`src/verilog/bank_mem_settings.svh`:
```
`ifndef BANK_MEM_SETTINGS_SVH
`define BANK_MEM_SETTINGS_SVH

// Port counts
`define NUM_WR_PORTS 2
`define NUM_RD_PORTS 2

// Bank array geometry
`define NUM_BANKS 8
`define BANK_BITS 3
`define ROW_BITS 6
`define DATA_WIDTH 32

// Banks between pipeline flops in the data chains
`define BANKS_PER_SEGMENT 4
`define NUM_SEGMENTS (`NUM_BANKS / `BANKS_PER_SEGMENT)

// Cycles from read enable to bank read data
`define SRAM_DELAY 2

// Input stage plus boundary flops plus SRAM delay
`define READ_LATENCY (1 + `NUM_SEGMENTS - 1 + `SRAM_DELAY)

`endif

```
`src/verilog/bank_mem_pkg.sv`:
```
`include "bank_mem_settings.svh"

package bank_mem_pkg;

  // One memory word
  typedef logic [`DATA_WIDTH-1:0] data_t;

  // Row inside a bank
  typedef logic [`ROW_BITS-1:0] row_t;

  // Bank index
  typedef logic [`BANK_BITS-1:0] bank_t;

  // One bit per write port
  typedef logic [`NUM_WR_PORTS-1:0] wr_sel_t;

  // One bit per read port
  typedef logic [`NUM_RD_PORTS-1:0] rd_sel_t;

  // One bit per bank
  typedef logic [`NUM_BANKS-1:0] bank_mask_t;

endpackage

```
`src/verilog/command_delay_line.sv`:
```
`include "bank_mem_settings.svh"

module command_delay_line #(
  parameter int sel_bits = 1
) (
  input  logic                                  clk,
  input  logic                                  rst,
  input  bank_mem_pkg::bank_mask_t              bank_en,
  input  bank_mem_pkg::row_t [`NUM_BANKS-1:0]   bank_row,
  input  logic [`NUM_BANKS-1:0][sel_bits-1:0]   bank_sel,
  output bank_mem_pkg::bank_mask_t              staged_en,
  output bank_mem_pkg::row_t [`NUM_BANKS-1:0]   staged_row,
  output logic [`NUM_BANKS-1:0][sel_bits-1:0]   staged_sel
);

  // Stage s holds commands that are 1+s cycles old
  bank_mem_pkg::bank_mask_t             en_q  [`NUM_SEGMENTS];
  bank_mem_pkg::row_t [`NUM_BANKS-1:0]  row_q [`NUM_SEGMENTS];
  logic [`NUM_BANKS-1:0][sel_bits-1:0]  sel_q [`NUM_SEGMENTS];

  always_ff @(posedge clk) begin
    if (rst) begin
      for (int s = 0; s < `NUM_SEGMENTS; s++) begin
        en_q[s]  <= '0;
        sel_q[s] <= '0;
      end
    end else begin
      en_q[0]  <= bank_en;
      sel_q[0] <= bank_sel;
      for (int s = 1; s < `NUM_SEGMENTS; s++) begin
        en_q[s]  <= en_q[s-1];
        sel_q[s] <= sel_q[s-1];
      end
    end
  end

  always_ff @(posedge clk) begin
    row_q[0] <= bank_row;
    for (int s = 1; s < `NUM_SEGMENTS; s++) begin
      row_q[s] <= row_q[s-1];
    end
  end

  // Farther banks tap later stages
  for (genvar b = 0; b < `NUM_BANKS; b++) begin : g_tap
    localparam int seg_idx = b / `BANKS_PER_SEGMENT;
    assign staged_en[b]  = en_q[seg_idx][b];
    assign staged_row[b] = row_q[seg_idx][b];
    assign staged_sel[b] = sel_q[seg_idx][b];
  end

endmodule

```
`config.mk`:
```
export PLATFORM = sky130hd
export DESIGN_NAME = command_delay_line
export DESIGN_NICKNAME = d
export VERILOG_FILES = /design/src/verilog/bank_mem_pkg.sv /design/src/verilog/command_delay_line.sv
export VERILOG_INCLUDE_DIRS = /design/src /design/src/verilog
export SDC_FILE = /design/constraint.sdc
export NUM_CORES = 1
export LEC_CHECK = 0
export BUFFER_PORTS_ARGS = -buffer_cell sky130_fd_sc_hd__buf_2
export CAP_MARGIN = 20
export CORE_ASPECT_RATIO = 0.5
export CORE_MARGIN = 2
export CORE_UTILIZATION = 31
export DETAILED_ROUTE_END_ITERATION = 7
export PLACE_DENSITY_LB_ADDON = 0.1
export SLEW_MARGIN = 20
export SYNTH_ARGS = -nofsm -noshare
export SYNTH_HDL_FRONTEND = slang
export SYNTH_SLANG_ARGS = --single-unit
```
`constraint.sdc`:
```
create_clock -name clk -period 0.9 [get_ports clk]
set_input_delay 0.09 -clock clk [delete_from_list [all_inputs] [get_ports clk]]
set_output_delay 0.09 -clock clk [all_outputs]
set_load 0.03 [all_outputs]
```
==> metrics.yaml, run 1 <==
p_leak_nw: 1.92
gp_routability_congestion: 0.598
whs_ns: 0.0128
cts_root_buf: "clkbuf_16"
status: "complete, no violations"
p_clk_share_pct: 36.0
max_freq_mhz: 1160
rsz0062_at_grt: "yes"
antenna_found_initial: 0
antenna_left: 0
via_per_inst: 3.45
synth_fp_nets: 252
slew_violations: 0
p_int_mw: 6.89
io_pins: 130
synthTopCellsByArea: "dfxtp_1 73%, buf_4 18%, nor2b_2 4.7%"
cp_num_cells: 1
die_w_um: 134
fin_area_um2: 4220
drv_cap: 0
yosysTopAreaCellShare_pct: 73.5
yosys.area.top_type: "dfxtp_1"
ys_seq_area_share_pct: 73.5
antenna_cells: 0
synthesis.area_um2: 2620
setup_viol: 0
postCtsSetupRepairBufs: 0
numCtsBuffers: 9
fin_crit_ns: 0.865
cts_tree: "built"
syn-instance-count: 186
core.rowCount: 23
cpLargestDelayFamily: "flip-flops"
worstSetupPathType: "reg -> out"
critPathMaxStageDelay_ns: 0.31
worstPathRequired_ns: 0.81
drtIter0Drc: 40
grt_pass1_vias: 1534
switching_share_pct: 21.3
path_clk_slew_ns: 0.06
wl_per_cell_um: 10.4
dp_hpwl_um: 2920
coreArea_um2: 8090
cp_slowest_cell: "dfxtp_1"
gr-usage-all-layers_pct: 9.83
htreeDepth: 3
cp-start-kind: "register"
p_total_mw: 8.75
hold_depth: 2
power.density_nw_per_um2: 2070
die_h_um: 68.9
ys_warn_count: 0
clkLatencyLatePin_ns: 0.32
ir_worst_vdd_mv: 0.770
skew_ns: 0.00173
synth.avg_cell_area_um2: 14.1
final_common_cell: "buf_2"
dieArea_um2: 9230
routed_wl_um: 4540
min_path_type: "in -> reg"
placed_area_um2: 2910
relSlewSlack_pct: 90.0
seq_power_share_pct: 52.3
tightest_slew_ns: 0.149
drc_errors: 0
start_util_pct: 32.3
period_share_pct: 96.1
hold_viol: 0
first_pass_iters: 2
port_buffers: 129
grt_max_degree: 14
p_sw_mw: 1.87
crit_path_end_kind: "output port"
drive_gt1_share_pct: 62.3
synth.distinct_cells: 6
clk_path_buf_depth: 2
clock-sinks: 96
final_cell_mix: "65 x buf_2, 62 x dlygate4sd3_1, 60 x buf_6, 49 x dfxtp_1, 47 x dfxtp_2"
grt_overflow: 0
area_growth_pct: 61.4
path_cells: "buf_4"
final_net_count: 390
cp_max_fo: 1
cp.arrival_ns: 0.77
dr_total_vias: 1509
pwr-share-comb_pct: 11.7
critPathBufInv: 1
grt_pass1_wl_um: 6630
synth_seq_cells: 96
ff2ff_path_depth: 1
## power groups by stage
stage	clock (mW)	combinational, mW	sequential (mW)
final	3.15	1.03	4.58
after global routing	3.52	1.08	4.59
after CTS	3.32	0.970	4.54
after detailed placement	0	0.660	4.61
after global placement	0	0.655	4.61
after floorplan	0	0.579	4.61
## Yosys cell counts
| cell | instances |
|---|---|
| buf_4 | 64 |
| nor2b_1 | 6 |
| dfxtp_1 | 96 |
| nor2b_2 | 14 |
| and2b_1 | 4 |
| buf_6 | 2 |
## flip-flops by register name, indices dropped and copies added (netlist names)
name   flops
en_q      12
row_q     72
sel_q     12
## routing by layer
layer  share of wire, %  up-vias  GRT usage (%)
met5                  0        -              0
met4               0.59        0           4.39
met3                7.1        2           5.92
met2                 57       58           18.4
met1                 35      679           8.88
li1                   -      770              -
## metrics by stage
step | utilization [%] | setup TNS, ns | setup slack, ns | cells
3_3_place_gp | 36.0 | 0 | 0.310 | 363
2_1_floorplan | - | 0 | 0.383 | 186
5_1_grt | 52.2 | -0.0353 | -0.0125 | 438
6_report | 52.2 | 0 | 0.0354 | 438
3_5_place_dp | 36.0 | 0 | 0.283 | 363
4_1_cts | 49.4 | 0 | 0.000800 | 438
## logic make-up (layout without fill, tap and decap cells)
group | after synthesis | count (layout) | synth area share, %
buffers and inverters | 66 | 206 | 19.2
and+or+nand+nor | 24 | 24 | 7.27
DFF | 96 | 96 | 73.5
## area by class of cell
| type | count | area, µm² |
|---|---|---|
| sequential | 96 | 1980 |
| clock buffer | 11 | 233 |
| timing repair buffer | 193 | 1670 |
| tap | 112 | 140 |
| multi-input combinational | 24 | 190 |
| fill | 712 | 3870 |
| clock inverter | 2 | 10.0 |
## worst paths after layout
path	startpoint	to	slack [ns]
hold / removal	bank_sel[0]	sel_q[0][0]	0.01
hold reg to reg	row_q[0][37]	row_q[0][85]	0.33
setup reg to reg	sel_q[0][7]	sel_q[0][15]	0.35
setup / recovery	row_q[0][6]	staged_row[6]	0.04
## timing repair
| action | CTS | global route |
|---|---|---|
| resized for setup | 83 | 88 |
| endpoints found under the hold margin | 62 | 0 |
| gates cloned | 0 | 0 |
| setup endpoints to repair | 64 | 56 |
| hold buffers | 62 | 0 |
(Power assumes the default switching activity.)
==> run 2, diff against run 1 <==
--- a/config.mk
+++ b/config.mk
@@ -6,7 +6,7 @@
 export SDC_FILE = /design/constraint.sdc
 export NUM_CORES = 1
 export LEC_CHECK = 0
-export BUFFER_PORTS_ARGS = -buffer_cell sky130_fd_sc_hd__buf_2
+export BUFFER_PORTS_ARGS = -buffer_cell sky130_fd_sc_hd__clkbuf_2
 export CAP_MARGIN = 20
 export CORE_ASPECT_RATIO = 0.5
 export CORE_MARGIN = 2
==> metrics.yaml, run 2 (synthesis results as in run 1) <==
setup_viol: 0  # unchanged
p_total_mw: 9.39  # was 8.75 mW
area_growth_pct: 73.7  # was 61.4%
cpLargestDelayFamily: "flip-flops"  # unchanged
final_common_cell: "clkbuf_2"  # was buf_2
start_util_pct: 32.3  # unchanged
gr-usage-all-layers_pct: 10.2  # was 9.83%
worstPathRequired_ns: 0.81  # about the same
top_regs: "row_q: 72 flops, en_q: 12 flops, sel_q: 12 flops"  # unchanged
fin_crit_ns: 0.882  # was 0.865 ns
final_net_count: 390  # unchanged
min_path_type: "in -> reg"  # unchanged
io_pins: 130  # unchanged
path_cells: "buf_8"  # was buf_4
drive_gt1_share_pct: 67.7  # was 62.3%
antenna_found_initial: 0  # unchanged
top_register: "row_q"  # unchanged
status: "complete, no violations"  # unchanged
antenna_cells: 0  # unchanged
period_share_pct: 98.0  # was 96.1%
skew_ns: 0.00715  # was 0.00173 ns
numCtsBuffers: 9  # unchanged
regArea_um2: 2000  # was 1980 µm²
placed_area_um2: 2910  # unchanged
coreArea_um2: 8090  # unchanged
grt_overflow: 0  # unchanged
relSlewSlack_pct: 90.3  # was 90.0%
clk_path_buf_depth: 2  # unchanged
rsz0062_at_grt: "yes"  # unchanged
core.rowCount: 23  # unchanged
grt_max_degree: 15  # was 14
die_w_um: 134  # unchanged
worstSetupPathType: "reg -> out"  # unchanged
multi_input_area_um2: 190  # unchanged
whs_ns: 0.0116  # was 0.0128 ns
critPathBufInv: 1  # unchanged
wl_per_cell_um: 10.5  # was 10.4 µm
cp_slowest_cell: "dfxtp_2"  # was dfxtp_1
hold_viol: 0  # unchanged
drc_errors: 0  # unchanged
cts_root_buf: "clkbuf_16"  # unchanged
drv_cap: 0  # unchanged
slew_violations: 0  # unchanged
max_freq_mhz: 1130  # was 1160 MHz
htreeDepth: 3  # unchanged
cp-start-kind: "register"  # unchanged
nFillCells: 648  # was 712
tightest_slew_ns: 0.146  # was 0.149 ns
grt_pass1_wl_um: 6890  # was 6630 µm
cp.arrival_ns: 0.79  # was 0.77 ns
via_per_inst: 3.51  # was 3.45
ir_worst_vdd_mv: 0.846  # was 0.770 mV
fin_area_um2: 4540  # was 4220 µm²
final_cell_mix: "65 x clkbuf_2, 64 x dfxtp_2, 64 x buf_8, 62 x dlygate4sd3_1, 32 x dfxtp_1"  # was 65 x buf_2, 62 x dlygate4sd3_1, 60 x buf_6, 49 x dfxtp_1, 47 x dfxtp_2
die_h_um: 68.9  # unchanged
largest_reg_flops: 72  # unchanged
dr_total_vias: 1544  # was 1509
drtIter0Drc: 20  # was 40
cp_max_fo: 1  # unchanged
routed_wl_um: 4610  # was 4540 µm
crit_path_end_kind: "output port"  # unchanged
critPathMaxStageDelay_ns: 0.34  # was 0.31 ns
port_buffers: 129  # unchanged
clock-sinks: 96  # unchanged
cts_tree: "built"  # unchanged
finalCoreUtilization_pct: 56.2  # was 52.2%
grt_pass1_vias: 1583  # was 1534
power.density_nw_per_um2: 2070  # about the same
clkLatencyLatePin_ns: 0.33  # was 0.32 ns
postCtsSetupRepairBufs: 0  # unchanged
first_pass_iters: 3  # was 2
antenna_left: 0  # unchanged
dieArea_um2: 9230  # unchanged
path_clk_slew_ns: 0.06  # about the same
p_leak_nw: 2.04  # was 1.92 nW
gp_routability_congestion: 0.595  # was 0.598
tns_ns: 0  # unchanged
dp_hpwl_um: 2930  # was 2920 µm
==> run 2: changes by cell type in the layout (fill, tap and decap cells not counted), moves of 17 or more <==
cell      delta
buf_2       -65
clkbuf_2    +65
buf_8       +64
buf_6       -60
dfxtp_1     -17
dfxtp_2     +17
==> run 2: routing by layer <==
metal	global-route usage, %	routed length [µm]
met4	5.19	50
met5	0	0
met3	6.07	390
met1	9.25	1590
met2	19.0	2580
==> run 2: repair_timing <==
| item | CTS | global route |
|---|---|---|
| pin swaps | 0 | 0 |
| resized for setup | 182 | 74 |
| endpoints found under the hold margin | 62 | 0 |
| hold buffers | 62 | 0 |
| setup endpoints to repair | 64 | 64 |
==> run 2: worst paths after layout <==
check,depth (start not counted),end,slack [ns],start
setup / recovery,1,staged_sel[5],0.02,sel_q[0][13]
hold / removal,2,sel_q[0][0],0.01,bank_sel[0]
setup reg to reg,1,sel_q[0][15],0.35,sel_q[0][7]
hold reg to reg,0,row_q[0][95],0.32,row_q[0][47]
==> run 2: metrics by stage <==
| stage | setup slack [ns] | std cells |
|---|---|---|
| CTS | -0.0161 | 440 |
| floorplan | 0.383 | 186 |
| global placement | 0.292 | 363 |
| finish | 0.0178 | 440 |
| global route | -0.0257 | 440 |
| detailed placement | 0.278 | 363 |
==> run 2: final cells by class <==
cell class,instances,share of cell area (%)
flip-flops and latches,96,44.1
repair buffers,193,42.3
clock inverters,3,0.936
multi-input cells,24,4.19
clock buffers,12,5.43
well taps,112,3.08
==> run 2: report_power, final <==
| part | switching, mW | leakage, nW | total (mW) | internal, mW |
|---|---|---|---|---|
| logic | 0.458 | 1.09 | 1.14 | 0.686 |
| clock network | 1.43 | 0.139 | 3.64 | 2.21 |
| registers | 0.108 | 0.812 | 4.61 | 4.51 |
==> run 3, diff against run 2 <==
==> constraint.sdc (replaced) <==
create_clock -name clk -period 0.8 [get_ports clk]
set_input_delay 0.08 -clock clk [delete_from_list [all_inputs] [get_ports clk]]
set_output_delay 0.08 -clock clk [all_outputs]
set_load 0.1 [all_outputs]
==> metrics.yaml, run 3 (synthesis results as in run 1) <==
start_util_pct: 32.3  # unchanged
failed_checks: "negative setup slack"
wl_per_cell_um: 10.4  # was 10.5 µm
cp-start-kind: "register"  # unchanged
placed_area_um2: 3880  # was 2910 µm²
rsz0062_at_grt: "yes"  # unchanged
min_path_type: "in -> reg"  # unchanged
reg2reg_setup_slack_ns: 0.25  # was 0.35 ns
grt_pass1_wl_um: 7120  # was 6890 µm
tightest_slew_ns: 0.137  # was 0.146 ns
grt_max_degree: 16  # was 15
drive_gt1_share_pct: 67.8  # was 67.7%
cts_root_buf: "clkbuf_16"  # unchanged
largest_reg_flops: 72  # unchanged
antenna_found_initial: 0  # unchanged
final_common_cell: "clkbuf_2"  # unchanged
clkLatencyLatePin_ns: 0.33  # about the same
whs_ns: 0.105  # was 0.0116 ns
final_cell_mix: "65 x clkbuf_2, 64 x dfxtp_2, 64 x dlygate4sd3_1, 64 x buf_12, 32 x dfxtp_1"  # was 65 x clkbuf_2, 64 x dfxtp_2, 64 x buf_8, 62 x dlygate4sd3_1, 32 x dfxtp_1
path_clk_slew_ns: 0.06  # about the same
setup_viol: 64  # was 0
routed_wl_um: 4630  # was 4610 µm
numCtsBuffers: 9  # unchanged
gp_routability_congestion: 0.610  # was 0.595
post-place-ws_ns: 0.159  # was 0.278 ns
hold_viol: 0  # unchanged
path_cells: "buf_12"  # was buf_8
met3WireLength_um: 379  # was 390 µm
coreArea_um2: 8090  # unchanged
cp.arrival_ns: 0.85  # was 0.79 ns
fin_area_um2: 4910  # was 4540 µm²
cts_tree: "built"  # unchanged
worstPathRequired_ns: 0.72  # was 0.81 ns
skew_ns: 0.00422  # was 0.00715 ns
antenna_left: 0  # unchanged
drc_errors: 0  # unchanged
area_growth_pct: 87.8  # was 73.7%
p_int_mw: 8.65  # was 7.40 mW
htreeDepth: 3  # unchanged
first_pass_iters: 2  # was 3
dp_hpwl_um: 3180  # was 2930 µm
drv_cap: 0  # unchanged
die_w_um: 134  # unchanged
wl_met1_um: 1530  # was 1590 µm
highest_layer: "met4"  # unchanged
seq_power_share_pct: 44.0  # was 49.1%
core.rowCount: 23  # unchanged
worst_slack_ns: -0.129  # was 0.0178 ns
grt_pass1_vias: 1647  # was 1583
port_buffers: 129  # unchanged
p_leak_nw: 2.18  # was 2.04 nW
status: "finished, violations left"  # was complete, no violations
clock-sinks: 96  # unchanged
ir_worst_vdd_mv: 1.33  # was 0.846 mV
relSlewSlack_pct: 90.9  # was 90.3%
via_per_inst: 3.41  # was 3.51
drtIter0Drc: 55  # was 20
clk_path_buf_depth: 2  # unchanged
top_regs: "row_q: 72 flops, en_q: 12 flops, sel_q: 12 flops"  # unchanged
max_freq_mhz: 1080
grt_overflow: 0  # unchanged
worstSetupPathType: "reg -> out"  # unchanged
dieArea_um2: 9230  # unchanged
crit_path_end_kind: "output port"  # unchanged
p_total_mw: 11.8  # was 9.39 mW
wl_met2_um: 2640  # was 2580 µm
postCtsSetupRepairBufs: 0  # unchanged
power.density_nw_per_um2: 2410  # was 2070 nW/µm²
critPathBufInv: 1  # unchanged
final_net_count: 393  # was 390
dr_total_vias: 1515  # was 1544
slew_violations: 0  # unchanged
p_sw_mw: 3.20  # was 1.99 mW
cp_max_fo: 1  # unchanged
period_share_pct: 116
antenna_cells: 0  # unchanged
gr-usage-all-layers_pct: 10.5  # was 10.2%
switching_share_pct: 27.0  # was 21.2%
top_register: "row_q"  # unchanged
p_clk_share_pct: 35.9  # was 38.7%
pwr-share-comb_pct: 20.1  # was 12.2%
fin_crit_ns: 0.929
cp_slowest_cell: "dfxtp_2"  # unchanged
die_h_um: 68.9  # unchanged
critPathMaxStageDelay_ns: 0.35  # was 0.34 ns
io_pins: 130  # unchanged
cpLargestDelayFamily: "flip-flops"  # unchanged
## run 3: final timing paths
path         cells after the start             end    startpoint
max                              1  staged_row[25]  row_q[0][73]
min                              2     en_q[0][15]           rst
max reg2reg                      1    sel_q[0][15]   sel_q[0][7]
min reg2reg                      0    row_q[0][95]  row_q[0][47]
## run 3: routing by layer
metal	up-vias	track usage [%]
met3	7	5.19
li1	779	-
met5	-	0
met2	61	20.4
met4	0	6.12
met1	668	9.26
## run 3: layout make-up
type	instances	area, µm²
Clock buffer	12	256
Clock inverter	4	52.6
Fill cell	622	3180
Sequential cell	96	2000
Tap cell	112	140
Multi-Input combinational cell	24	190
Timing Repair Buffer	196	2270
## run 3: power groups by stage
stage / Combinational, mW / Clock, mW / Sequential [mW]
floorplan: 1.53 / 0 / 5.18
global placement: 2.13 / 0 / 5.28
detailed placement: 2.13 / 0 / 5.29
CTS: 2.39 / 4.43 / 5.22
global route: 2.45 / 4.62 / 5.24
finish: 2.38 / 4.25 / 5.22
## run 3: timing repair
| item | CTS | global route |
|---|---|---|
| hold buffers | 64 | 0 |
| endpoints found under the hold margin | 64 | 0 |
| endpoints found under the setup margin | 64 | 64 |
| gates cloned | 0 | 0 |
| resized for setup | 64 | 0 |
## run 3: metrics by stage
step	std cells	utilization [%]	TNS [ns]
floorplan	186	-	0
global placement	364	48.0	0
detailed placement	364	48.0	0
CTS	444	60.7	-8.91
global route	444	60.7	-9.79
finish	444	60.7	-7.59
