**config.mk**
```make
export PLATFORM = sky130hd
export DESIGN_NAME = read_data_chain
export DESIGN_NICKNAME = d
export VERILOG_FILES = /design/src/verilog/bank_mem_pkg.sv /design/src/verilog/read_data_chain.sv
export VERILOG_INCLUDE_DIRS = /design/src /design/src/verilog
export SDC_FILE = /design/constraint.sdc
export NUM_CORES = 1
export LEC_CHECK = 0
export ABC_AREA = 0
export ABC_CLOCK_PERIOD_IN_PS = 1260
export BUFFER_PORTS_ARGS = -buffer_cell sky130_fd_sc_hd__buf_4
export CORE_MARGIN = 1.5
export CORE_UTILIZATION = 30
export DETAILED_ROUTE_END_ITERATION = 10
export PLACE_DENSITY = 0.62
export SLEW_MARGIN = 20
export SYNTH_ARGS = -nofsm -noshare
export SYNTH_HDL_FRONTEND = slang
export SYNTH_SLANG_ARGS = --single-unit
export TNS_END_PERCENT = 10
```
**constraint.sdc**
```tcl
create_clock -name clk -period 1.26 [get_ports clk]
set_input_delay 0.126 -clock clk [delete_from_list [all_inputs] [get_ports clk]]
set_output_delay 0.126 -clock clk [all_outputs]
set_load 0.005 [all_outputs]
```
**src/verilog/bank_mem_settings.svh**
```systemverilog
`ifndef BANK_MEM_SETTINGS_SVH
`define BANK_MEM_SETTINGS_SVH

// Port counts
`define NUM_WR_PORTS 2
`define NUM_RD_PORTS 2

// Bank array geometry
`define NUM_BANKS 8
`define BANK_BITS 3
`define ROW_BITS 6
`define DATA_WIDTH 32

// Banks between pipeline flops in the data chains
`define BANKS_PER_SEGMENT 4
`define NUM_SEGMENTS (`NUM_BANKS / `BANKS_PER_SEGMENT)

// Cycles from read enable to bank read data
`define SRAM_DELAY 2

// Input stage plus boundary flops plus SRAM delay
`define READ_LATENCY (1 + `NUM_SEGMENTS - 1 + `SRAM_DELAY)

`endif

```
**src/verilog/bank_mem_pkg.sv**
```systemverilog
`include "bank_mem_settings.svh"

package bank_mem_pkg;

  // One memory word
  typedef logic [`DATA_WIDTH-1:0] data_t;

  // Row inside a bank
  typedef logic [`ROW_BITS-1:0] row_t;

  // Bank index
  typedef logic [`BANK_BITS-1:0] bank_t;

  // One bit per write port
  typedef logic [`NUM_WR_PORTS-1:0] wr_sel_t;

  // One bit per read port
  typedef logic [`NUM_RD_PORTS-1:0] rd_sel_t;

  // One bit per bank
  typedef logic [`NUM_BANKS-1:0] bank_mask_t;

endpackage

```
**src/verilog/read_data_chain.sv**
```systemverilog
`include "bank_mem_settings.svh"

module read_data_chain (
  input  logic                                      clk,
  input  logic                                      rst,
  input  bank_mem_pkg::rd_sel_t [`NUM_BANKS-1:0]    staged_sel,
  input  bank_mem_pkg::data_t [`NUM_BANKS-1:0]      bank_rdata,
  output bank_mem_pkg::data_t [`NUM_RD_PORTS-1:0]   rd_data
);

  // Read masks follow the bank data through the SRAM delay
  bank_mem_pkg::rd_sel_t [`NUM_BANKS-1:0] mask_q [`SRAM_DELAY];

  // chain[b] holds each port's word as it enters bank b
  bank_mem_pkg::data_t [`NUM_RD_PORTS-1:0] chain [`NUM_BANKS+1];

  always_ff @(posedge clk) begin
    if (rst) begin
      for (int i = 0; i < `SRAM_DELAY; i++) begin
        mask_q[i] <= '0;
      end
    end else begin
      mask_q[0] <= staged_sel;
      for (int i = 1; i < `SRAM_DELAY; i++) begin
        mask_q[i] <= mask_q[i-1];
      end
    end
  end

  assign chain[0] = '0;

  for (genvar b = 0; b < `NUM_BANKS; b++) begin : g_bank
    localparam bit boundary = ((b % `BANKS_PER_SEGMENT) == (`BANKS_PER_SEGMENT - 1)) &&
                              (b != (`NUM_BANKS - 1));

    bank_mem_pkg::data_t [`NUM_RD_PORTS-1:0] merged;

    // Selected bank replaces the passing word
    always_comb begin
      for (int p = 0; p < `NUM_RD_PORTS; p++) begin
        if (mask_q[`SRAM_DELAY-1][b][p]) begin
          merged[p] = bank_rdata[b];
        end else begin
          merged[p] = chain[b][p];
        end
      end
    end

    if (boundary) begin : g_flop
      bank_mem_pkg::data_t [`NUM_RD_PORTS-1:0] seg_q;

      always_ff @(posedge clk) begin
        seg_q <= merged;
      end

      assign chain[b+1] = seg_q;
    end else begin : g_pass
      assign chain[b+1] = merged;
    end
  end

  assign rd_data = chain[`NUM_BANKS];

endmodule

```
==> impl_results.html, run 1 <==
<table>
<tr><th>Metric</th><th>Value</th></tr>
<tr><th colspan="2">Clocking</th></tr>
<tr><td>Clk_lat worst skew</td><td>between 0.3 and 0.4 ns</td></tr>
<tr><td>Clock Sinks</td><td>96</td></tr>
<tr><td>Clock buffer count from CTS</td><td>9</td></tr>
<tr><td>H-tree depth</td><td>3</td></tr>
<tr><td>Root Buffer</td><td>sky130_fd_sc_hd__clkbuf_16</td></tr>
<tr><td>Max Root-Sink Buffers</td><td>2</td></tr>
<tr><td>Clock transition at the register clock pins on the worst setup and hold paths after CTS</td><td>roughly 0.070 ns</td></tr>
<tr><td>TritonCTS clock tree</td><td>built</td></tr>
<tr><th colspan="2">Route</th></tr>
<tr><td>Number of iterations in the first detailed-routing pass</td><td>5</td></tr>
<tr><td>Average routed wire per standard cell</td><td>20.83 um</td></tr>
<tr><td>DRC violation count after routing</td><td>0</td></tr>
<tr><td>Routed vias/inst</td><td>5.403</td></tr>
<tr><td>Initial DRC count</td><td>~600</td></tr>
<tr><td>Final antenna-violating net count</td><td>0</td></tr>
<tr><td>Via count</td><td>7526</td></tr>
<tr><td>Aggregate routed wire length</td><td>29020 um</td></tr>
<tr><th colspan="2">Logic synthesis</th></tr>
<tr><td>Number of unique standard cell types used by synthesis</td><td>26</td></tr>
<tr><td>Xor/xnor share of the synthesized area</td><td>0%</td></tr>
<tr><td>Adder and majority cell fraction of the synthesized area</td><td>0%</td></tr>
<tr><td>Multiplexer share of the synthesized area</td><td>10.73%</td></tr>
<tr><td>Post-synthesis share of cell area spent on and, or, nand and nor gates</td><td>between 10% and 20%</td></tr>
<tr><td>Sequential cell area fraction in the yosys report</td><td>approximately 29%</td></tr>
<tr><td>Cell area after synthesis</td><td>~6700 sq um</td></tr>
<tr><td>Post-synthesis net count</td><td>approximately 1100</td></tr>
<tr><td>Yosys warning total</td><td>0</td></tr>
<tr><td>Count of state elements after synthesis</td><td>96</td></tr>
<tr><td>Synth Area in Compound Gates</td><td>about 33%</td></tr>
<tr><td>Main combinational cell family by area after synthesis</td><td>compound AO/OA/AOI/OAI gates</td></tr>
<tr><td>Synth Area per Inst</td><td>8.387 sq um</td></tr>
<tr><td>Cell count after synthesis</td><td>801</td></tr>
<tr><th colspan="2">Cells and area</th></tr>
<tr><td>Share of cells above drive strength 1</td><td>55.44%</td></tr>
<tr><td>Area overhead of the layout relative to synthesis</td><td>66.08%</td></tr>
<tr><td>Area of all placed cells without fillers</td><td>11160 sq um</td></tr>
<tr><td>Fill cell count</td><td>2048</td></tr>
<tr><td>NumNets Final</td><td>between 1000 and 1500</td></tr>
<tr><td>Diodes inserted</td><td>0</td></tr>
<tr><td>Non-Filler Instances</td><td>about 1400</td></tr>
<tr><th colspan="2">Worst setup path</th></tr>
<tr><td>Endpoint of the lowest-slack register-to-register path</td><td>chain[285]</td></tr>
<tr><td>Largest fanout on the critical path</td><td>11</td></tr>
<tr><td>Nature of the critical path endpoint</td><td>output port</td></tr>
<tr><td>Setup crit start kind</td><td>register</td></tr>
<tr><td>Count of cells along the worst register-to-register path</td><td>5</td></tr>
<tr><td>Endpoint of the worst setup timing path</td><td>rd_data[24]</td></tr>
<tr><td>Type of the worst setup path</td><td>reg2out</td></tr>
<tr><td>Worst Path Required</td><td>1.13 ns</td></tr>
<tr><td>Worst setup path start</td><td>mask_q[0][26]</td></tr>
<tr><td>Reg-to-reg slack, setup</td><td>-0.11 ns</td></tr>
<tr><td>Worst reg2reg path startpoint</td><td>mask_q[0][18]</td></tr>
<tr><td>Arrival time of the worst setup path</td><td>1.64 ns</td></tr>
<tr><th colspan="2">Power</th></tr>
<tr><td>Combinational share of power</td><td>36.6%</td></tr>
<tr><td>Cell Pwr Density</td><td>899.1 nW/um^2</td></tr>
<tr><td>Switching power</td><td>0.002978 W</td></tr>
<tr><td>Leak</td><td>4.662 nW</td></tr>
<tr><td>Sequential fraction of design power</td><td>between 30% and 40%</td></tr>
<tr><td>Switching part of the total power</td><td>29.69%</td></tr>
<tr><td>Pint</td><td>0.007053 W</td></tr>
<tr><td>Worst vdd ir</td><td>0.0007432 V</td></tr>
<tr><td>Fraction of power consumed by the clock network</td><td>29.3%</td></tr>
<tr><th colspan="2">STA</th></tr>
<tr><td>Final Max Slew Viols</td><td>0</td></tr>
<tr><td>Max transition margin</td><td>about three quarters</td></tr>
<tr><td>Final min period</td><td>1.762 ns</td></tr>
<tr><td>Count of endpoints failing setup in the final report</td><td>between 70 and 80</td></tr>
<tr><td>FMAX</td><td>567.6 MHz</td></tr>
<tr><td>Pin slew with the least headroom to its limit</td><td>0.3491 ns</td></tr>
<tr><td>Number of hold violations in the final report</td><td>0</td></tr>
<tr><td>Share of the cycle needed by the critical path after routing</td><td>139.8%</td></tr>
<tr><td>Setup repair after global routing missed its margin</td><td>true</td></tr>
<tr><td>Setup clock skew after layout</td><td>0.006846 ns</td></tr>
<tr><td>Setup slack after layout</td><td>-0.5017 ns</td></tr>
<tr><th colspan="2">Status</th></tr>
<tr><td>Outcome</td><td>complete, but fails checks</td></tr>
<tr><td>Violations in the final reports</td><td>negative setup slack</td></tr>
<tr><th colspan="2">Global routing</th></tr>
<tr><td>Initial antenna violation count</td><td>1</td></tr>
<tr><td>Wire length of the first global-routing pass</td><td>43470 um</td></tr>
<tr><td>Maximum number of pins on one net before global-route repair</td><td>43</td></tr>
<tr><td>Via count of the first global-routing pass</td><td>7471</td></tr>
<tr><td>Overall track demand over capacity in global routing</td><td>a little under a quarter</td></tr>
<tr><td>Total overflow reported by the global router</td><td>0</td></tr>
<tr><th colspan="2">Placement</th></tr>
<tr><td>HPWL Detailed</td><td>21730 um</td></tr>
<tr><td>Cell Area, Placed</td><td>9427 sq um</td></tr>
<tr><td>Global placer's final weighted congestion</td><td>0.9384</td></tr>
<tr><td>Post-Place Cells</td><td>1334</td></tr>
<tr><td>Number of buffer cells added on primary ports</td><td>337</td></tr>
<tr><th colspan="2">Floorplan</th></tr>
<tr><td>Die extent in x</td><td>152.6 um</td></tr>
<tr><td>Starting density of the core</td><td>30.69%</td></tr>
<tr><td>Total number of placement rows</td><td>54</td></tr>
<tr><td>Area of the core</td><td>21890 sq um</td></tr>
<tr><td>Die H</td><td>152.6 um</td></tr>
<tr><td>IO Pins</td><td>338</td></tr>
<tr><td>Floorplan die area</td><td>23300 sq um</td></tr>
<tr><th colspan="2">Worst hold path</th></tr>
<tr><td>Min-delay worst type</td><td>in2reg</td></tr>
<tr><th colspan="2">Flow run</th></tr>
<tr><td>Max-cap violations</td><td>0</td></tr>
</table>
==> how the worst min path moves through the flow <==
stage                         start             to  slack (ns)  depth (start not counted)
floorplan                       rst   mask_q[0][0]        0.20                          1
global placement    bank_rdata[112]     chain[304]        0.34                          3
detailed placement  bank_rdata[118]     chain[278]        0.34                          3
CTS                  staged_sel[10]  mask_q[0][10]       0.008                          2
global route         staged_sel[10]  mask_q[0][10]        0.01                          2
finish               staged_sel[10]  mask_q[0][10]        0.03                          2
==> metal layers <==
layer | vias to the layer above | wire length, um | GRT usage, %
met2 | 348 | 13020 | 36.53
met5 | - | 0 | 0
met1 | 3524 | 13230 | 33.51
met3 | 60 | 1869 | 4.124
li1 | 3594 | - | -
met4 | 0 | 891 | 8.883
==> registers in the layout (all words and copies together), names as in the netlist <==
signal / flops
chain: 64
mask_q: 32
==> power groups by stage <==
stage               registers [W]  logic, W  clock network, W
finish                    0.00342   0.00367           0.00294
global route              0.00343   0.00390           0.00313
CTS                       0.00341   0.00351           0.00301
detailed placement        0.00348   0.00304                 0
global placement          0.00348   0.00303                 0
floorplan                 0.00338   0.00172                 0
==> through the flow <==
stage	utilization, %	worst slack [ns]	hold slack, ns	total power (W)	TNS (ns)
after floorplan	-	-0.07559	0.1976	0.005098	-4.530
after global placement	43.06	-0.2332	0.3352	0.006511	-10.41
after detailed placement	43.06	-0.2447	0.3404	0.006517	-11.83
after CTS	49.69	-0.5187	0.008444	0.009934	-30.99
after global routing	50.97	-0.5412	0.01266	0.01047	-34.07
final	50.97	-0.5017	0.02640	0.01003	-29.74
==> cell type report <==
cell class	instances	area [sq um]	area share, %
multi-input cells	550	4639	41.58
repair buffers	446	3879	34.76
inverters	5	18.77	0.1682
well taps	280	350.3	3.140
clock buffers	10	239.0	2.142
clock inverters	6	83.83	0.7514
flip-flops and latches	96	1947	17.45
==> critical path: stages (launching register included) <==
cell                        delay [ns]
sky130_fd_sc_hd__dfxtp_1          0.31
sky130_fd_sc_hd__or3_4            0.44
sky130_fd_sc_hd__clkbuf_16        0.20
sky130_fd_sc_hd__o22ai_2          0.13
sky130_fd_sc_hd__a21oi_1          0.06
sky130_fd_sc_hd__buf_4            0.14
==> cell usage in the layout, fill, tap and decap left out, types with 8 or more instances in the layout <==
cell and instances:
sky130_fd_sc_hd__nor2b_1 94, sky130_fd_sc_hd__dfxtp_2 11, sky130_fd_sc_hd__a21oi_2 9, sky130_fd_sc_hd__buf_4 374
sky130_fd_sc_hd__o31ai_2 8, sky130_fd_sc_hd__mux2_2 15, sky130_fd_sc_hd__mux2_4 43, sky130_fd_sc_hd__o22ai_1 56
sky130_fd_sc_hd__o22ai_2 68, sky130_fd_sc_hd__a221oi_1 41, sky130_fd_sc_hd__a21oi_1 58, sky130_fd_sc_hd__dlygate4sd3_1 35
sky130_fd_sc_hd__clkbuf_16 11, sky130_fd_sc_hd__nand2_1 63, sky130_fd_sc_hd__o31ai_1 54, sky130_fd_sc_hd__buf_12 26
sky130_fd_sc_hd__a221oi_2 21, sky130_fd_sc_hd__dfxtp_1 82
==> cells by family (layout without fill, tap and decap cells) <==
logic type / count (synthesis) / in the layout
flip-flops: 96 / 96
AND/OR/NAND/NOR: 163 / 163
buffers and inverters: 155 / 467
multiplexers: 64 / 64
AO/OA/AOI/OAI: 323 / 323
==> what timing repair did <==
| action | CTS | global route |
|---|---|---|
| hold endpoints to repair | 53 | 0 |
| endpoints found under the setup margin | 93 | 93 |
| gates resized for setup | 133 | 53 |
| gates cloned | 4 | 2 |
| buffers inserted | 3 | 0 |
| hold buffers | 35 | 0 |
| pin swaps | 38 | 18 |
==> Yosys cell counts, drive strengths merged <==
cell type  number  share of area, %
nor2b          96               9.2
or3             2              0.19
o31ai          62               6.9
dfxtp          96                29
o21ai           1             0.074
nand2          63               3.5
clkbuf         48               2.7
a221o           1              0.15
a22o            2              0.26
a221oi         62               8.5
a21oi          67               5.0
buf           102                12
o22ai         128                12
mux2           64                11
or2b            2              0.26
inv             5              0.28
(Power assumes the default switching activity.)
==> inputs of run 2 (changes only) <==
Settings changed: ABC_CLOCK_PERIOD_IN_PS 1260 to unset, SKIP_CTS_REPAIR_TIMING set to 1.
==> run 2 against run 1 <==
Compared with the run above: the flow finishes with violations (negative hold slack, negative setup slack); flip-flop and latch count unchanged; core utilization decreased by 1.4 points; clock skew about the same; combinational power decreased by 4%.
==> impl_results.html, run 2 (synthesis results as in run 1) <==
<table>
<tr><th>Metric</th><th>Value</th></tr>
<tr><th colspan="2">Clocking</th></tr>
<tr><td>Root Buffer</td><td>sky130_fd_sc_hd__clkbuf_16</td></tr>
<tr><td>Max Root-Sink Buffers</td><td>2</td></tr>
<tr><td>Clock Sinks</td><td>96</td></tr>
<tr><td>Clk_lat worst skew</td><td>~0.35 ns</td></tr>
<tr><td>H-tree depth</td><td>3</td></tr>
<tr><td>Clock buffer count from CTS</td><td>9</td></tr>
<tr><td>Clock transition at the register clock pins on the worst setup and hold paths after CTS</td><td>0.07 ns</td></tr>
<tr><td>TritonCTS clock tree</td><td>built</td></tr>
<tr><th colspan="2">Floorplan</th></tr>
<tr><td>Area of the core</td><td>around 22000 sq um</td></tr>
<tr><td>IO Pins</td><td>approximately 340</td></tr>
<tr><td>Total number of placement rows</td><td>54</td></tr>
<tr><td>Floorplan die area</td><td>23300 sq um</td></tr>
<tr><td>Die H</td><td>between 150 and 200 um</td></tr>
<tr><td>Die extent in x</td><td>152.6 um</td></tr>
<tr><td>Starting density of the core</td><td>30.69%</td></tr>
<tr><th colspan="2">Global routing</th></tr>
<tr><td>Overall track demand over capacity in global routing</td><td>22.83%</td></tr>
<tr><td>Initial antenna violation count</td><td>2</td></tr>
<tr><td>Maximum number of pins on one net before global-route repair</td><td>43</td></tr>
<tr><td>Grt met2 use</td><td>33.63%</td></tr>
<tr><td>Wire length of the first global-routing pass</td><td>41510 um</td></tr>
<tr><td>GRT Max-Usage Layer</td><td>met2</td></tr>
<tr><td>Total overflow reported by the global router</td><td>0</td></tr>
<tr><td>Via count of the first global-routing pass</td><td>approximately 7000</td></tr>
<tr><td>Met1 track demand over resource in global routing</td><td>33.54%</td></tr>
<tr><td>Met3 capacity usage during global routing</td><td>3.555%</td></tr>
<tr><th colspan="2">Route</th></tr>
<tr><td>Initial DRC count</td><td>550</td></tr>
<tr><td>Number of iterations in the first detailed-routing pass</td><td>5</td></tr>
<tr><td>Routed vias/inst</td><td>roughly 5.4</td></tr>
<tr><td>Aggregate routed wire length</td><td>28580 um</td></tr>
<tr><td>Average routed wire per standard cell</td><td>20.75 um</td></tr>
<tr><td>Via count</td><td>~7500</td></tr>
<tr><td>Final antenna-violating net count</td><td>0</td></tr>
<tr><td>DRC violation count after routing</td><td>0</td></tr>
<tr><th colspan="2">Power</th></tr>
<tr><td>Pint</td><td>0.006965 W</td></tr>
<tr><td>Sequential fraction of design power</td><td>34.5%</td></tr>
<tr><td>Worst vdd ir</td><td>around 0.00074 V</td></tr>
<tr><td>Switching power</td><td>around 0.003 W</td></tr>
<tr><td>Leak</td><td>4.534 nW</td></tr>
<tr><td>Combinational share of power</td><td>35.8%</td></tr>
<tr><td>Cell Pwr Density</td><td>just over 900 nW/um^2</td></tr>
<tr><td>Switching part of the total power</td><td>between 20 and 30%</td></tr>
<tr><td>Post-layout total power</td><td>0.009907 W</td></tr>
<tr><td>Fraction of power consumed by the clock network</td><td>between 20 and 30%</td></tr>
<tr><th colspan="2">Cells and area</th></tr>
<tr><td>Largest register FFs</td><td>between 60 and 70</td></tr>
<tr><td>Commonest cells after routing, fill and taps aside</td><td>376 x sky130_fd_sc_hd__buf_4, 94 x sky130_fd_sc_hd__nor2b_1, 83 x sky130_fd_sc_hd__dfxtp_1, 64 x sky130_fd_sc_hd__o22ai_2, 63 x sky130_fd_sc_hd__nand2_1</td></tr>
<tr><td>Commonest non-fill, non-tap cell in the layout</td><td>sky130_fd_sc_hd__buf_4</td></tr>
<tr><td>NumNets Final</td><td>approximately 1400</td></tr>
<tr><td>Area overhead of the layout relative to synthesis</td><td>61.63%</td></tr>
<tr><td>Non-Filler Instances</td><td>1377</td></tr>
<tr><td>Share of cells above drive strength 1</td><td>55.38%</td></tr>
<tr><th colspan="2">Worst setup path</th></tr>
<tr><td>Type of the worst setup path</td><td>reg2out</td></tr>
<tr><td>Setup crit start kind</td><td>register</td></tr>
<tr><td>Arrival time of the worst setup path</td><td>1.67 ns</td></tr>
<tr><td>Worst Path Required</td><td>1.13 ns</td></tr>
<tr><td>Nature of the critical path endpoint</td><td>output port</td></tr>
<tr><td>Largest fanout on the critical path</td><td>8</td></tr>
<tr><th colspan="2">Placement</th></tr>
<tr><td>Post-Place Cells</td><td>1334</td></tr>
<tr><td>HPWL Detailed</td><td>21730 um</td></tr>
<tr><td>Post-placement setup slack</td><td>-0.2447 ns</td></tr>
<tr><td>Number of buffer cells added on primary ports</td><td>337</td></tr>
<tr><td>Global placer's final weighted congestion</td><td>0.9384</td></tr>
<tr><th colspan="2">STA</th></tr>
<tr><td>Setup clock skew after layout</td><td>0.006618 ns</td></tr>
<tr><td>Share of the cycle needed by the critical path after routing</td><td>142.2%</td></tr>
<tr><td>Pin slew with the least headroom to its limit</td><td>0.3498 ns</td></tr>
<tr><td>Number of hold violations in the final report</td><td>11</td></tr>
<tr><td>Final Max Slew Viols</td><td>0</td></tr>
<tr><td>Count of endpoints failing setup in the final report</td><td>73</td></tr>
<tr><td>Final TNS setup</td><td>-29.95 ns</td></tr>
<tr><td>Setup slack after layout</td><td>-0.5322 ns</td></tr>
<tr><td>FMAX</td><td>558.0 MHz</td></tr>
<tr><td>Final min period</td><td>approximately 1.8 ns</td></tr>
<tr><td>Final hold slack</td><td>-0.01598 ns</td></tr>
<tr><td>Max transition margin</td><td>between 70 and 80%</td></tr>
<tr><td>Setup repair after global routing missed its margin</td><td>true</td></tr>
<tr><th colspan="2">Status</th></tr>
<tr><td>Violations in the final reports</td><td>negative hold slack, negative setup slack</td></tr>
<tr><td>Outcome</td><td>complete, but fails checks</td></tr>
<tr><th colspan="2">Flow run</th></tr>
<tr><td>Max-cap violations</td><td>0</td></tr>
<tr><th colspan="2">Worst hold path</th></tr>
<tr><td>Min-delay worst type</td><td>in2reg</td></tr>
</table>
-- run 2: cell types whose count changed in the layout (fill, tap and decap cells not counted), moves of 3 or more --
cell and change:
sky130_fd_sc_hd__a21oi_2 -3, sky130_fd_sc_hd__mux2_4 -8, sky130_fd_sc_hd__mux2_2 +10, sky130_fd_sc_hd__a21oi_1 +3, sky130_fd_sc_hd__dlygate4sd3_1 -13, sky130_fd_sc_hd__buf_6 -5, sky130_fd_sc_hd__o22ai_1 +6, sky130_fd_sc_hd__o22ai_2 -4
sky130_fd_sc_hd__buf_16 -3
-- run 2: path summary, 6_finish.rpt --
kind / slack [ns] / cells past startpoint / end / startpoint
max: -0.53 / 5 / rd_data[4] / mask_q[0][24]
min reg2reg: 0.44 / 1 / mask_q[0][23] / mask_q[0][7]
max reg2reg: -0.14 / 5 / chain[285] / mask_q[0][18]
min: -0.02 / 3 / chain[268] / bank_rdata[108]
-- run 2: metal layers --
layer  share of wire, %  vias up
met5                  0        -
met4                2.9        0
met3                5.9       57
met2                 44      354
met1                 47     3482
li1                   -     3559
-- run 2: metrics by stage --
step / utilization, % / hold slack [ns] / instance area [sq um]
2_1_floorplan: - / 0.1976 / 6745
3_3_place_gp: 43.06 / 0.3352 / 9427
3_5_place_dp: 43.06 / 0.3404 / 9427
4_1_cts: 44.54 / -0.03368 / 9749
5_1_grt: 49.59 / 0.0002691 / 10860
6_report: 49.60 / -0.01598 / 10860
-- run 2: worst max-delay path, stage by stage, from the launching register on --
cell and delay [ns]:
sky130_fd_sc_hd__dfxtp_4 0.42, sky130_fd_sc_hd__buf_8 0.16, sky130_fd_sc_hd__mux2_2 0.37, sky130_fd_sc_hd__o22ai_1 0.15, sky130_fd_sc_hd__a21oi_1 0.07, sky130_fd_sc_hd__buf_4 0.14
-- run 2: final cells by class --
| cell class | count | area (sq um) |
|---|---|---|
| Fill cell | 2093 | 11030 |
| Multi-Input combinational cell | 550 | 4558 |
| Timing Repair Buffer | 429 | 3660 |
| Sequential cell | 96 | 1946 |
| Tap cell | 280 | 350.3 |
| Clock buffer | 10 | 239.0 |
| Clock inverter | 6 | 83.83 |
| Inverter | 5 | 18.77 |
| Antenna cell | 1 | 2.502 |
-- run 2: power by group through the flow --
| stage | logic (W) | clock network, W | registers [W] |
|---|---|---|---|
| floorplan | 0.00172 | 0 | 0.00338 |
| global placement | 0.00303 | 0 | 0.00348 |
| detailed placement | 0.00304 | 0 | 0.00348 |
| CTS | 0.00305 | 0.00301 | 0.00341 |
| global route | 0.00377 | 0.00313 | 0.00344 |
| finish | 0.00354 | 0.00294 | 0.00342 |
